==> config.mk <==
export PLATFORM = sky130hd
export DESIGN_NAME = paint_top
export DESIGN_NICKNAME = d
export VERILOG_FILES = /design/src/design/paint_pkg.sv /design/src/design/paint_top.sv /design/src/design/scan_reader.sv /design/src/design/frame_bank.sv /design/src/design/pixel_router.sv /design/src/design/paint_control.sv
export SDC_FILE = /design/constraint.sdc
export NUM_CORES = 2
export LEC_CHECK = 0
export BUFFER_PORTS_ARGS = -buffer_cell sky130_fd_sc_hd__buf_4
export CAP_MARGIN = 30
export CORE_UTILIZATION = 47
export CTS_CLUSTER_SIZE = 40
export DETAILED_ROUTE_END_ITERATION = 8
export PLACE_DENSITY = 0.65
export SYNTH_ARGS = -nofsm -noshare
export SYNTH_HDL_FRONTEND = slang
export SYNTH_SLANG_ARGS = --single-unit
==> constraint.sdc <==
create_clock -name clk -period 6.6 [get_ports clk]
set_input_delay 0.99 -clock clk [delete_from_list [all_inputs] [get_ports clk]]
set_output_delay 0.99 -clock clk [all_outputs]
set_load 0.01 [all_outputs]
==> src/design/paint_pkg.sv <==
package paint_pkg;

  // Frame geometry
  localparam int COORD_W = 4;
  localparam int FRAME_W = 16;
  localparam int FRAME_H = 16;
  localparam int COLOR_W = 8;

  // Bank split of the frame rows
  localparam int NUM_BANKS  = 4;
  localparam int BANK_ROWS  = 4;
  localparam int BANK_SEL_W = 2;  // Upper bits of y
  localparam int ROW_W      = 2;  // Lower bits of y

  typedef enum logic [1:0] {
    OP_MOVE,
    OP_PAINT,
    OP_PALETTE
  } cmd_op_t;

  typedef enum logic [1:0] {
    ST_IDLE,
    ST_EXEC,
    ST_WRITE
  } paint_state_t;

endpackage
==> src/design/paint_top.sv <==
`timescale 1ns/1ps

module paint_top import paint_pkg::*; (
  input  logic               clk,
  input  logic               rst,
  input  logic               cmd_valid,
  output logic               cmd_ready,
  input  cmd_op_t            cmd_op,
  input  logic [COORD_W-1:0] cmd_x,
  input  logic [COORD_W-1:0] cmd_y,
  output logic [COORD_W-1:0] cur_x,
  output logic [COORD_W-1:0] cur_y,
  input  logic               scan_start,
  output logic               scan_busy,
  output logic               pix_valid,
  input  logic               pix_ready,
  output logic [COORD_W-1:0] pix_x,
  output logic [COORD_W-1:0] pix_y,
  output logic [COLOR_W-1:0] pix_data
);

  logic                              wr_valid;
  logic                              wr_ready;
  logic [COORD_W-1:0]                wr_x;
  logic [COORD_W-1:0]                wr_y;
  logic [COLOR_W-1:0]                wr_data;
  logic [NUM_BANKS-1:0]              bank_we;
  logic [ROW_W-1:0]                  bank_row;
  logic [COORD_W-1:0]                bank_col;
  logic [COLOR_W-1:0]                bank_wdata;
  logic                              rd_en;
  logic [COORD_W-1:0]                rd_x;
  logic [COORD_W-1:0]                rd_y;
  logic [COLOR_W-1:0]                rd_data;
  logic                              bank_rd_en;
  logic [ROW_W-1:0]                  bank_rd_row;
  logic [COORD_W-1:0]                bank_rd_col;
  logic [NUM_BANKS-1:0][COLOR_W-1:0] bank_rdata;

  paint_control u_control (
    .clk       (clk),
    .rst       (rst),
    .cmd_valid (cmd_valid),
    .cmd_ready (cmd_ready),
    .cmd_op    (cmd_op),
    .cmd_x     (cmd_x),
    .cmd_y     (cmd_y),
    .wr_valid  (wr_valid),
    .wr_ready  (wr_ready),
    .wr_x      (wr_x),
    .wr_y      (wr_y),
    .wr_data   (wr_data),
    .cur_x     (cur_x),
    .cur_y     (cur_y)
  );

  pixel_router u_router (
    .clk         (clk),
    .rst         (rst),
    .wr_valid    (wr_valid),
    .wr_ready    (wr_ready),
    .wr_x        (wr_x),
    .wr_y        (wr_y),
    .wr_data     (wr_data),
    .bank_we     (bank_we),
    .bank_row    (bank_row),
    .bank_col    (bank_col),
    .bank_wdata  (bank_wdata),
    .rd_en       (rd_en),
    .rd_x        (rd_x),
    .rd_y        (rd_y),
    .bank_rd_en  (bank_rd_en),
    .bank_rd_row (bank_rd_row),
    .bank_rd_col (bank_rd_col),
    .bank_rdata  (bank_rdata),
    .rd_data     (rd_data)
  );

  // Each bank holds a band of consecutive rows
  for (genvar g = 0; g < NUM_BANKS; g++) begin : g_bank
    frame_bank u_bank (
      .clk     (clk),
      .rst     (rst),
      .we      (bank_we[g]),
      .wr_row  (bank_row),
      .wr_col  (bank_col),
      .wr_data (bank_wdata),
      .rd_en   (bank_rd_en),
      .rd_row  (bank_rd_row),
      .rd_col  (bank_rd_col),
      .rd_data (bank_rdata[g])
    );
  end

  scan_reader u_scan (
    .clk        (clk),
    .rst        (rst),
    .scan_start (scan_start),
    .scan_busy  (scan_busy),
    .rd_en      (rd_en),
    .rd_x       (rd_x),
    .rd_y       (rd_y),
    .rd_data    (rd_data),
    .pix_valid  (pix_valid),
    .pix_ready  (pix_ready),
    .pix_x      (pix_x),
    .pix_y      (pix_y),
    .pix_data   (pix_data)
  );

endmodule

==> src/design/scan_reader.sv <==
`timescale 1ns/1ps

module scan_reader import paint_pkg::*; (
  input  logic               clk,
  input  logic               rst,
  input  logic               scan_start,
  output logic               scan_busy,
  output logic               rd_en,
  output logic [COORD_W-1:0] rd_x,
  output logic [COORD_W-1:0] rd_y,
  input  logic [COLOR_W-1:0] rd_data,
  output logic               pix_valid,
  input  logic               pix_ready,
  output logic [COORD_W-1:0] pix_x,
  output logic [COORD_W-1:0] pix_y,
  output logic [COLOR_W-1:0] pix_data
);

  logic [COORD_W-1:0] issue_x;
  logic [COORD_W-1:0] issue_y;
  logic               all_issued;
  logic               slot_free;

  assign slot_free = !pix_valid || pix_ready;
  assign rd_en     = scan_busy && !all_issued && slot_free;
  assign rd_x      = issue_x;
  assign rd_y      = issue_y;

  // Bank output stays put under stall since no new read goes out
  assign pix_data = rd_data;

  always_ff @(posedge clk) begin
    if (rst) begin
      scan_busy  <= 1'b0;
      all_issued <= 1'b0;
      issue_x    <= '0;
      issue_y    <= '0;
    end else if (!scan_busy) begin
      if (scan_start) begin
        scan_busy  <= 1'b1;
        all_issued <= 1'b0;
        issue_x    <= '0;
        issue_y    <= '0;
      end
    end else begin
      if (rd_en) begin
        if (issue_x == COORD_W'(FRAME_W - 1)) begin
          issue_x <= '0;
          if (issue_y == COORD_W'(FRAME_H - 1)) begin
            all_issued <= 1'b1;
          end else begin
            issue_y <= issue_y + 1'b1;
          end
        end else begin
          issue_x <= issue_x + 1'b1;
        end
      end
      if (all_issued && pix_valid && pix_ready) begin
        scan_busy <= 1'b0;  // Last pixel taken
      end
    end
  end

  always_ff @(posedge clk) begin
    if (rst) begin
      pix_valid <= 1'b0;
    end else if (slot_free) begin
      pix_valid <= rd_en;
    end
  end

  always_ff @(posedge clk) begin
    if (rd_en) begin
      pix_x <= rd_x;
      pix_y <= rd_y;
    end
  end

endmodule

==> src/design/frame_bank.sv <==
`timescale 1ns/1ps

module frame_bank import paint_pkg::*; (
  input  logic               clk,
  input  logic               rst,
  input  logic               we,
  input  logic [ROW_W-1:0]   wr_row,
  input  logic [COORD_W-1:0] wr_col,
  input  logic [COLOR_W-1:0] wr_data,
  input  logic               rd_en,
  input  logic [ROW_W-1:0]   rd_row,
  input  logic [COORD_W-1:0] rd_col,
  output logic [COLOR_W-1:0] rd_data
);

  logic [COLOR_W-1:0] mem [BANK_ROWS][FRAME_W];

  // Frame starts black after reset
  always_ff @(posedge clk) begin
    if (rst) begin
      for (int r = 0; r < BANK_ROWS; r++) begin
        for (int c = 0; c < FRAME_W; c++) begin
          mem[r][c] <= '0;
        end
      end
    end else if (we) begin
      mem[wr_row][wr_col] <= wr_data;
    end
  end

  always_ff @(posedge clk) begin
    if (rd_en) begin
      rd_data <= mem[rd_row][rd_col];  // Holds while idle
    end
  end

endmodule

==> src/design/pixel_router.sv <==
`timescale 1ns/1ps

module pixel_router import paint_pkg::*; (
  input  logic                               clk,
  input  logic                               rst,
  input  logic                               wr_valid,
  output logic                               wr_ready,
  input  logic [COORD_W-1:0]                 wr_x,
  input  logic [COORD_W-1:0]                 wr_y,
  input  logic [COLOR_W-1:0]                 wr_data,
  output logic [NUM_BANKS-1:0]               bank_we,
  output logic [ROW_W-1:0]                   bank_row,
  output logic [COORD_W-1:0]                 bank_col,
  output logic [COLOR_W-1:0]                 bank_wdata,
  input  logic                               rd_en,
  input  logic [COORD_W-1:0]                 rd_x,
  input  logic [COORD_W-1:0]                 rd_y,
  output logic                               bank_rd_en,
  output logic [ROW_W-1:0]                   bank_rd_row,
  output logic [COORD_W-1:0]                 bank_rd_col,
  input  logic [NUM_BANKS-1:0][COLOR_W-1:0]  bank_rdata,
  output logic [COLOR_W-1:0]                 rd_data
);

  logic [BANK_SEL_W-1:0] rd_bank_q;

  assign wr_ready = 1'b1;  // Stage drains into the banks every cycle

  // One-hot enable from the upper row bits
  always_ff @(posedge clk) begin
    if (rst) begin
      bank_we <= '0;
    end else begin
      bank_we <= '0;
      if (wr_valid && wr_ready) begin
        bank_we[wr_y[COORD_W-1 -: BANK_SEL_W]] <= 1'b1;
      end
    end
  end

  always_ff @(posedge clk) begin
    if (wr_valid && wr_ready) begin
      bank_row   <= wr_y[ROW_W-1:0];
      bank_col   <= wr_x;
      bank_wdata <= wr_data;
    end
  end

  assign bank_rd_en  = rd_en;
  assign bank_rd_row = rd_y[ROW_W-1:0];
  assign bank_rd_col = rd_x;

  // Bank index follows the read so the returning data can be picked
  always_ff @(posedge clk) begin
    if (rst) begin
      rd_bank_q <= '0;
    end else if (rd_en) begin
      rd_bank_q <= rd_y[COORD_W-1 -: BANK_SEL_W];
    end
  end

  assign rd_data = bank_rdata[rd_bank_q];

endmodule

==> src/design/paint_control.sv <==
`timescale 1ns/1ps

module paint_control import paint_pkg::*; (
  input  logic               clk,
  input  logic               rst,
  input  logic               cmd_valid,
  output logic               cmd_ready,
  input  cmd_op_t            cmd_op,
  input  logic [COORD_W-1:0] cmd_x,
  input  logic [COORD_W-1:0] cmd_y,
  output logic               wr_valid,
  input  logic               wr_ready,
  output logic [COORD_W-1:0] wr_x,
  output logic [COORD_W-1:0] wr_y,
  output logic [COLOR_W-1:0] wr_data,
  output logic [COORD_W-1:0] cur_x,
  output logic [COORD_W-1:0] cur_y
);

  paint_state_t       state;
  cmd_op_t            op_q;
  logic [COORD_W-1:0] x_q;
  logic [COORD_W-1:0] y_q;
  logic [COLOR_W-1:0] color;

  assign cmd_ready = (state == ST_IDLE);
  assign wr_valid  = (state == ST_WRITE);

  // Paint target comes from the held command, color from the current palette
  assign wr_x    = x_q;
  assign wr_y    = y_q;
  assign wr_data = color;

  always_ff @(posedge clk) begin
    if (cmd_valid && cmd_ready) begin
      op_q <= cmd_op;
      x_q  <= cmd_x;
      y_q  <= cmd_y;
    end
  end

  always_ff @(posedge clk) begin
    if (rst) begin
      state <= ST_IDLE;
      cur_x <= '0;
      cur_y <= '0;
      color <= '0;
    end else begin
      case (state)
        ST_IDLE: begin
          if (cmd_valid) begin
            state <= ST_EXEC;
          end
        end
        ST_EXEC: begin
          if (op_q == OP_PALETTE) begin
            color <= {x_q, y_q};  // Cursor stays put
          end else begin
            cur_x <= x_q;
            cur_y <= y_q;
          end
          state <= (op_q == OP_PAINT) ? ST_WRITE : ST_IDLE;
        end
        ST_WRITE: begin
          if (wr_ready) begin
            state <= ST_IDLE;
          end
        end
        default: state <= ST_IDLE;
      endcase
    end
  end

endmodule

Word level (Yosys, flattened, before mapping)
Memories as Yosys holds them, arrays and structs flattened. A register that Yosys moved wholly into a read port is not among the register bits.
Index checks and enable logic that the tools add are counted.
{"block": "word_totals", "register_bits": 99, "ramBits": 2048, "output_inout_bits": 27, "n_memories": 4}
{"name": "g_bank[0].u_bank.mem", "depth": 4, "width": 128, "read_ports": 1, "rd_clocked_by_memory_dff": 1, "write_ports": 4, "line_no": "frame_bank.sv:16", "text": "logic [COLOR_W-1:0] mem [BANK_ROWS][FRAME_W];"}
{"name": "g_bank[1].u_bank.mem", "depth": 4, "width": 128, "read_ports": 1, "rd_clocked_by_memory_dff": 1, "write_ports": 4, "line_no": "frame_bank.sv:16"}
{"name": "g_bank[2].u_bank.mem", "depth": 4, "width": 128, "read_ports": 1, "rd_clocked_by_memory_dff": 1, "write_ports": 4, "line_no": "frame_bank.sv:16"}
{"name": "g_bank[3].u_bank.mem", "depth": 4, "width": 128, "read_ports": 1, "rd_clocked_by_memory_dff": 1, "write_ports": 4, "line_no": "frame_bank.sv:16"}
{"block": "classes", "add_sub_neg": 2, "magnitude_cmp": 6, "eq_ne": 11, "mux": 71, "n_bitwise": 4, "reduce_logical": 22}
{"op": "128-bit 2-to-1 mux", "n": 12}
{"op": "128-bit OR reduction", "n": 4}
{"op": "8-bit binary-select mux with 4-bit select", "n": 4}
{"op": "8-bit 2-to-1 mux", "n": 10}
{"op": "8-bit demux with 4-bit select", "n": 1}
{"op": "4-bit 2-to-1 mux", "n": 8}
{"op": "2-bit 2-to-1 mux", "n": 14}
{"op": "1-bit 2-to-1 mux", "n": 19}
{"op": "8-bit binary-select mux with 2-bit select", "n": 1}
{"op": "5-bit >= comparator (second input constant)", "n": 2}
{"op": "2-bit inequality test (second input constant)", "n": 5}
{"op": "4-bit inverter with 5-bit output", "n": 2}
{"op": "4-bit by 1-bit adder with 4-bit output (second input constant)", "n": 2}
{"op": "4-bit equality test (second input constant)", "n": 2}
{"op": "4-bit AND reduction", "n": 2}
{"op": "1-bit logical AND", "n": 7}
{"op": "2-bit by 3-bit less-than comparator with 1-bit output (second input constant)", "n": 2}
{"op": "2-bit AND reduction", "n": 3}
{"op": "5-bit by 1-bit less-than comparator with 1-bit output (second input constant)", "n": 1}
{"op": "2-bit by 1-bit equality test with 1-bit output (second input constant)", "n": 2}
{"op": "2-bit equality test (second input constant)", "n": 2}
{"op": "2-bit one-hot mux with 2 select lines", "n": 1}
{"op": "1-bit demux with 2-bit select", "n": 1}
{"op": "2-bit by 1-bit >= comparator with 1-bit output (second input constant)", "n": 1}
{"op": "other kinds (6)", "n": 8}

Longest topological paths before layout
{"block": "logic_depth", "word_depth": 8, "mapped_depth": 10, "mapped_depth_nobuf": 6}

Modules after synthesis
Synthesis repeated with hierarchy kept, for this count alone.
{"block": "hier_totals", "cells_unflattened": 6660, "area_unflattened_um2": 99365.3}
{"module": "frame_bank (g_bank[1].u_bank ...)", "instances": 3, "cells_each": 1616, "area_per_inst_um2": 24149.4, "seq_area_each_um2": 15615.0}
{"module": "frame_bank (g_bank[0].u_bank)", "instances": 1, "cells_each": 1594, "area_per_inst_um2": 24084.3, "seq_area_each_um2": 15615.0}
{"module": "paint_control", "instances": 1, "cells_each": 83, "area_per_inst_um2": 1054.8, "seq_area_each_um2": 660.6}
{"module": "scan_reader", "instances": 1, "cells_each": 88, "area_per_inst_um2": 910.9, "seq_area_each_um2": 460.4}
{"module": "pixel_router", "instances": 1, "cells_each": 47, "area_per_inst_um2": 867.1, "seq_area_each_um2": 540.5}

Worst setup path before layout
OpenSTA, ideal clock, no wires.
{"block": "synth_timing", "path_kind": "input to register", "from": "in rst", "to": "mem g_bank[2].u_bank.mem[0][0] (netlist name) (enable)", "setup_ns": 0.329, "t_arrival_ns": 2.427, "required_ns": 6.271, "path_slack_ns": 3.844, "stages": 7, "path_buffers": 3, "cell_sequence": "clkbuf_1 nor2b_1 clkbuf_1 clkbuf_1 nand2_1 nor2_1 or2_1"}
{"element": "start, declared", "line_no": "paint_top.sv:5", "text": "input logic rst,"}
{"element": "end, declared", "line_no": "frame_bank.sv:16"}

Worst setup path after layout
{"block": "layout_timing", "from": "reg u_scan.issue_x[1], in the netlist u_scan.rd_x[1]", "to": "reg g_bank[0].u_bank.rd_data[5], data pin"}
{"block": "layout_between", "elab_chain_len": 4}
{"element": "start, declared", "line_no": "scan_reader.sv:19", "text": "logic [COORD_W-1:0] issue_x;"}
{"element": "start signal, assigned", "line_no": "scan_reader.sv:55", "text": "issue_x <= issue_x + 1'b1;"}
{"element": "4-bit inverter with 5-bit output (not written as such)", "line_no": "frame_bank.sv:33", "text": "rd_data <= mem[rd_row][rd_col];"}
{"element": "8-bit binary-select mux with 4-bit select", "line_no": "frame_bank.sv:33"}
{"element": "8-bit 2-to-1 mux (not written as such) (2 in a row)", "line_no": "frame_bank.sv:33"}
{"element": "end signal, assigned", "line_no": "frame_bank.sv:33"}
{"element": "end, declared", "line_no": "frame_bank.sv:13", "text": "output logic [COLOR_W-1:0] rd_data"}
Every way passes these cells. The select of a mux whose other input is x is not followed.
A chain may end at the register's enable or synchronous reset.

==> results.cfg <==
[outcome]
status = finished clean

[synthesis]
synth_cells = 6560
synth_edf_count = 2112
synthesis.nets = 6577
yosysMostFrequentCell = edfxtp_1
yosys_warnings = 0
synth.area.top_cells = edfxtp_1, and2_1, mux4_2
ys.flop_type = edfxtp_1
synth_top_cell_by_area = edfxtp_1
synth_common_cells = edfxtp_1, and2_1, mux4_2
syn_area_per_cell_sq_um = 15.0
synth_top_area_share_pct = 64.5
synth-seq-cells = 2149
async_reset_ff_share_pct = 0
synth.distinct_cells = 49
syn_area_sq_um = 98300
synth_seq_area_share_pct = 65.3

[job]
maxCapViolations = 0

[global_route]
overflow = 0
grt_pass1_vias = 55167
grt_pass1_wl_mm = 393
grt_usage_pct = 25.8
grt_antenna_before_repair = 15
grt_max_degree = 188

[detailed_routing]
vias_per_cell = 5.93
detail_route.first_pass.iterations = 5
drt-initial-drc-count = 6824
vias = 55753
drcViolationCount = 0
wl_per_cell_um = 28.9
ant_nets = 0
totalWireLength_mm = 272

[power_and_ir_drop]
finalPower_uw = 29000
power_density_nw_per_um2 = 269
ir_drop_mv = 0.217
p_leak_uw = 0.0375

[floorplan]
pin_count = 42
dieArea_sq_um = 211000
design.core.area_sq_um = 207000
start_util_pct = 47.4
die_x_um = 459
die_y_um = 459
rows = 167

[clock_network]
clk_pin_slew_ns = 0.06
clk_latency_ns = 0.89
cts_tree = yes
cts_buffers = 212
clock_sinks = 2149
clk_path_buf_depth = 3
cts_max_level = 4
postCtsHoldBufs = 0
cts-root-buf = clkbuf_16
cts_resized = 0
cts_setup_buffers = 0

[hold_path]
hp-start = cmd_op[0]
whs_path_depth = 1
whs_endpoint = u_control.op_q[0]
hold_path_class = in -> reg

[finish]
drive_gt1_share_pct = 17.6
instances_no_fill = 9407
nFillCells = 16847
syn_to_final_growth_pct = 9.65
nets = 6449

[critical_path]
critPathMaxStageDelay_ns = 1.00
regToRegEndpoint = g_bank[0].u_bank.rd_data[5]
start_kind = flop
crit_family = compound AO/OA/AOI/OAI gates
crit_start = u_scan.rd_x[1]
critPathKind = reg -> reg
slowest_stage = and2_4
crit_required_ns = 7.33
crit_path_end_kind = flop
crit_top_cell = a211oi_1
cp.depth = 6
arrival_ns = 4.83
crit_chain = buf_4 > and2_4 > a22o_1 > a211oi_1 > a211oi_1 > a31o_1
critPathBufInv = 1
reg2reg_from = u_scan.rd_x[1]
rr_worst_depth = 6
rrSetupSlack_ns = 2.50
path_max_fanout = 45

[timing]
finalCritPeriodShare_pct = 62.1
worst_slack_ns = 2.50
fmax_mhz = 244
setup_viol = 0
worst_pin_slew_ns = 1.17
hold_viol = 0
slew_violations = 0
min_period_ns = 4.10
relSlewSlack_pct = 21.7
rsz0062_at_grt = false
whs_ns = 0.296
fin_worst_skew_ns = 0.0690
tns_ns = 0

[place]
place.gp.congestion = 0.855
post-place-ws_ns = 2.70
portBuffers = 41
dp.final_hpwl_mm = 165
dp_cells = 9005
-- layer usage --
metal,track usage [%],part of all wire [%],up-vias
met5,0,0.043,-
met4,8.95,3.5,18
met3,4.96,9.0,478
met2,39.9,46,2681
met1,36.4,41,28706
li1,-,-,23870
-- sequential cells by signal, indices dropped and copies added (netlist names), 2 cells and up, named ones only --
register	count
g_bank.u_bank.mem	2048
g_bank.u_bank.rd_data	32
u_control.cur_x	4
u_control.cur_y	4
u_control.op_q	2
u_control.state	2
u_control.wr_data	8
u_control.wr_x	4
u_control.wr_y	4
u_router.bank_col	4
u_router.bank_row	2
u_router.bank_wdata	8
u_router.bank_we	4
u_router.rd_bank_q	2
u_scan.pix_x	4
u_scan.pix_y	4
u_scan.rd_x	4
u_scan.rd_y	4
-- cell type report --
type,count,area [sq um],area share (%)
Multi-Input combinational cell,3916,31900,29.6
Clock inverter,133,1070,0.991
Clock buffer,261,5620,5.22
Timing Repair Buffer,147,1410,1.30
Sequential cell,2149,64200,59.6
Tap cell,2788,3490,3.24
Antenna cell,7,17.5,0.0163
Inverter,6,22.5,0.0209
-- per-stage QoR --
step                      area (sq um)  util, %
after CTS                       108000     51.9
after floorplan                  98300        -
after global placement          101000     48.6
after global routing            108000     51.9
after detailed placement        101000     48.7
final                           108000     51.9
-- where the power goes --
group          internal [uW]  total [uW]  switching, uW  leakage, uW
combinational            606        1530            921       0.0123
clock                   6480       11800           5360      0.00324
sequential             15400       15600            201       0.0220
total                  22500       29000           6480       0.0375
-- how the worst max path moves through the flow --
stage | to | slack, ns
floorplan | g_bank[2].u_bank.mem[0][0] | 3.84
global placement | g_bank[0].u_bank.rd_data[0] | 2.17
detailed placement | g_bank[0].u_bank.rd_data[2] | 2.70
CTS | g_bank[0].u_bank.rd_data[2] | 2.68
global route | g_bank[0].u_bank.rd_data[2] | 2.56
finish | g_bank[0].u_bank.rd_data[5] | 2.50
-- worst reg2reg max path: stages (launching register included) --
cell and delay, ns:
dfxtp_4 0.75, buf_4 0.73, and2_4 1.17, a22o_1 0.28, a211oi_1 0.05, a211oi_1 0.77, a31o_1 0.19
-- logic make-up (layout without fill, tap and decap cells) --
logic type | count (synthesis) | in the layout | share of synthesized area [%]
other | 0 | 7 | 0
adder cells (fa/ha/maj) | 2 | 2 | 0.0255
flip-flops | 2149 | 2149 | 65.3
buffers and inverters | 495 | 547 | 2.34
multiplexers | 723 | 723 | 12.7
AO/OA/AOI/OAI | 376 | 376 | 2.82
AND/OR/NAND/NOR | 2812 | 2812 | 16.8
XOR/XNOR | 3 | 3 | 0.0267
-- placed cells by master, fill, tap and decap left out, types with 12 or more instances in the layout --
master / netlist / layout
a221oi_1: 19 / 19
a211oi_1: 63 / 63
nand3_1: 15 / 14
nand2b_1: 14 / 12
mux2i_1: 284 / 284
clkbuf_16: 0 / 215
clkinv_1: 0 / 61
and2_1: 2053 / 2052
mux4_2: 417 / 417
o22ai_1: 36 / 36
or2_2: 251 / 250
nor2_1: 320 / 311
a21oi_1: 51 / 51
buf_12: 0 / 17
clkbuf_1: 339 / 39
clkinv_2: 0 / 34
clkinvlp_4: 0 / 12
edfxtp_1: 2112 / 2112
a22oi_1: 56 / 56
mux2_2: 22 / 22
buf_4: 35 / 119
nor3_1: 22 / 18
nand2_1: 102 / 101
o221ai_1: 61 / 61
dfxtp_1: 37 / 31
o21ai_0: 19 / 19
a22o_1: 34 / 34
Power figures use the tool's default switching activity.
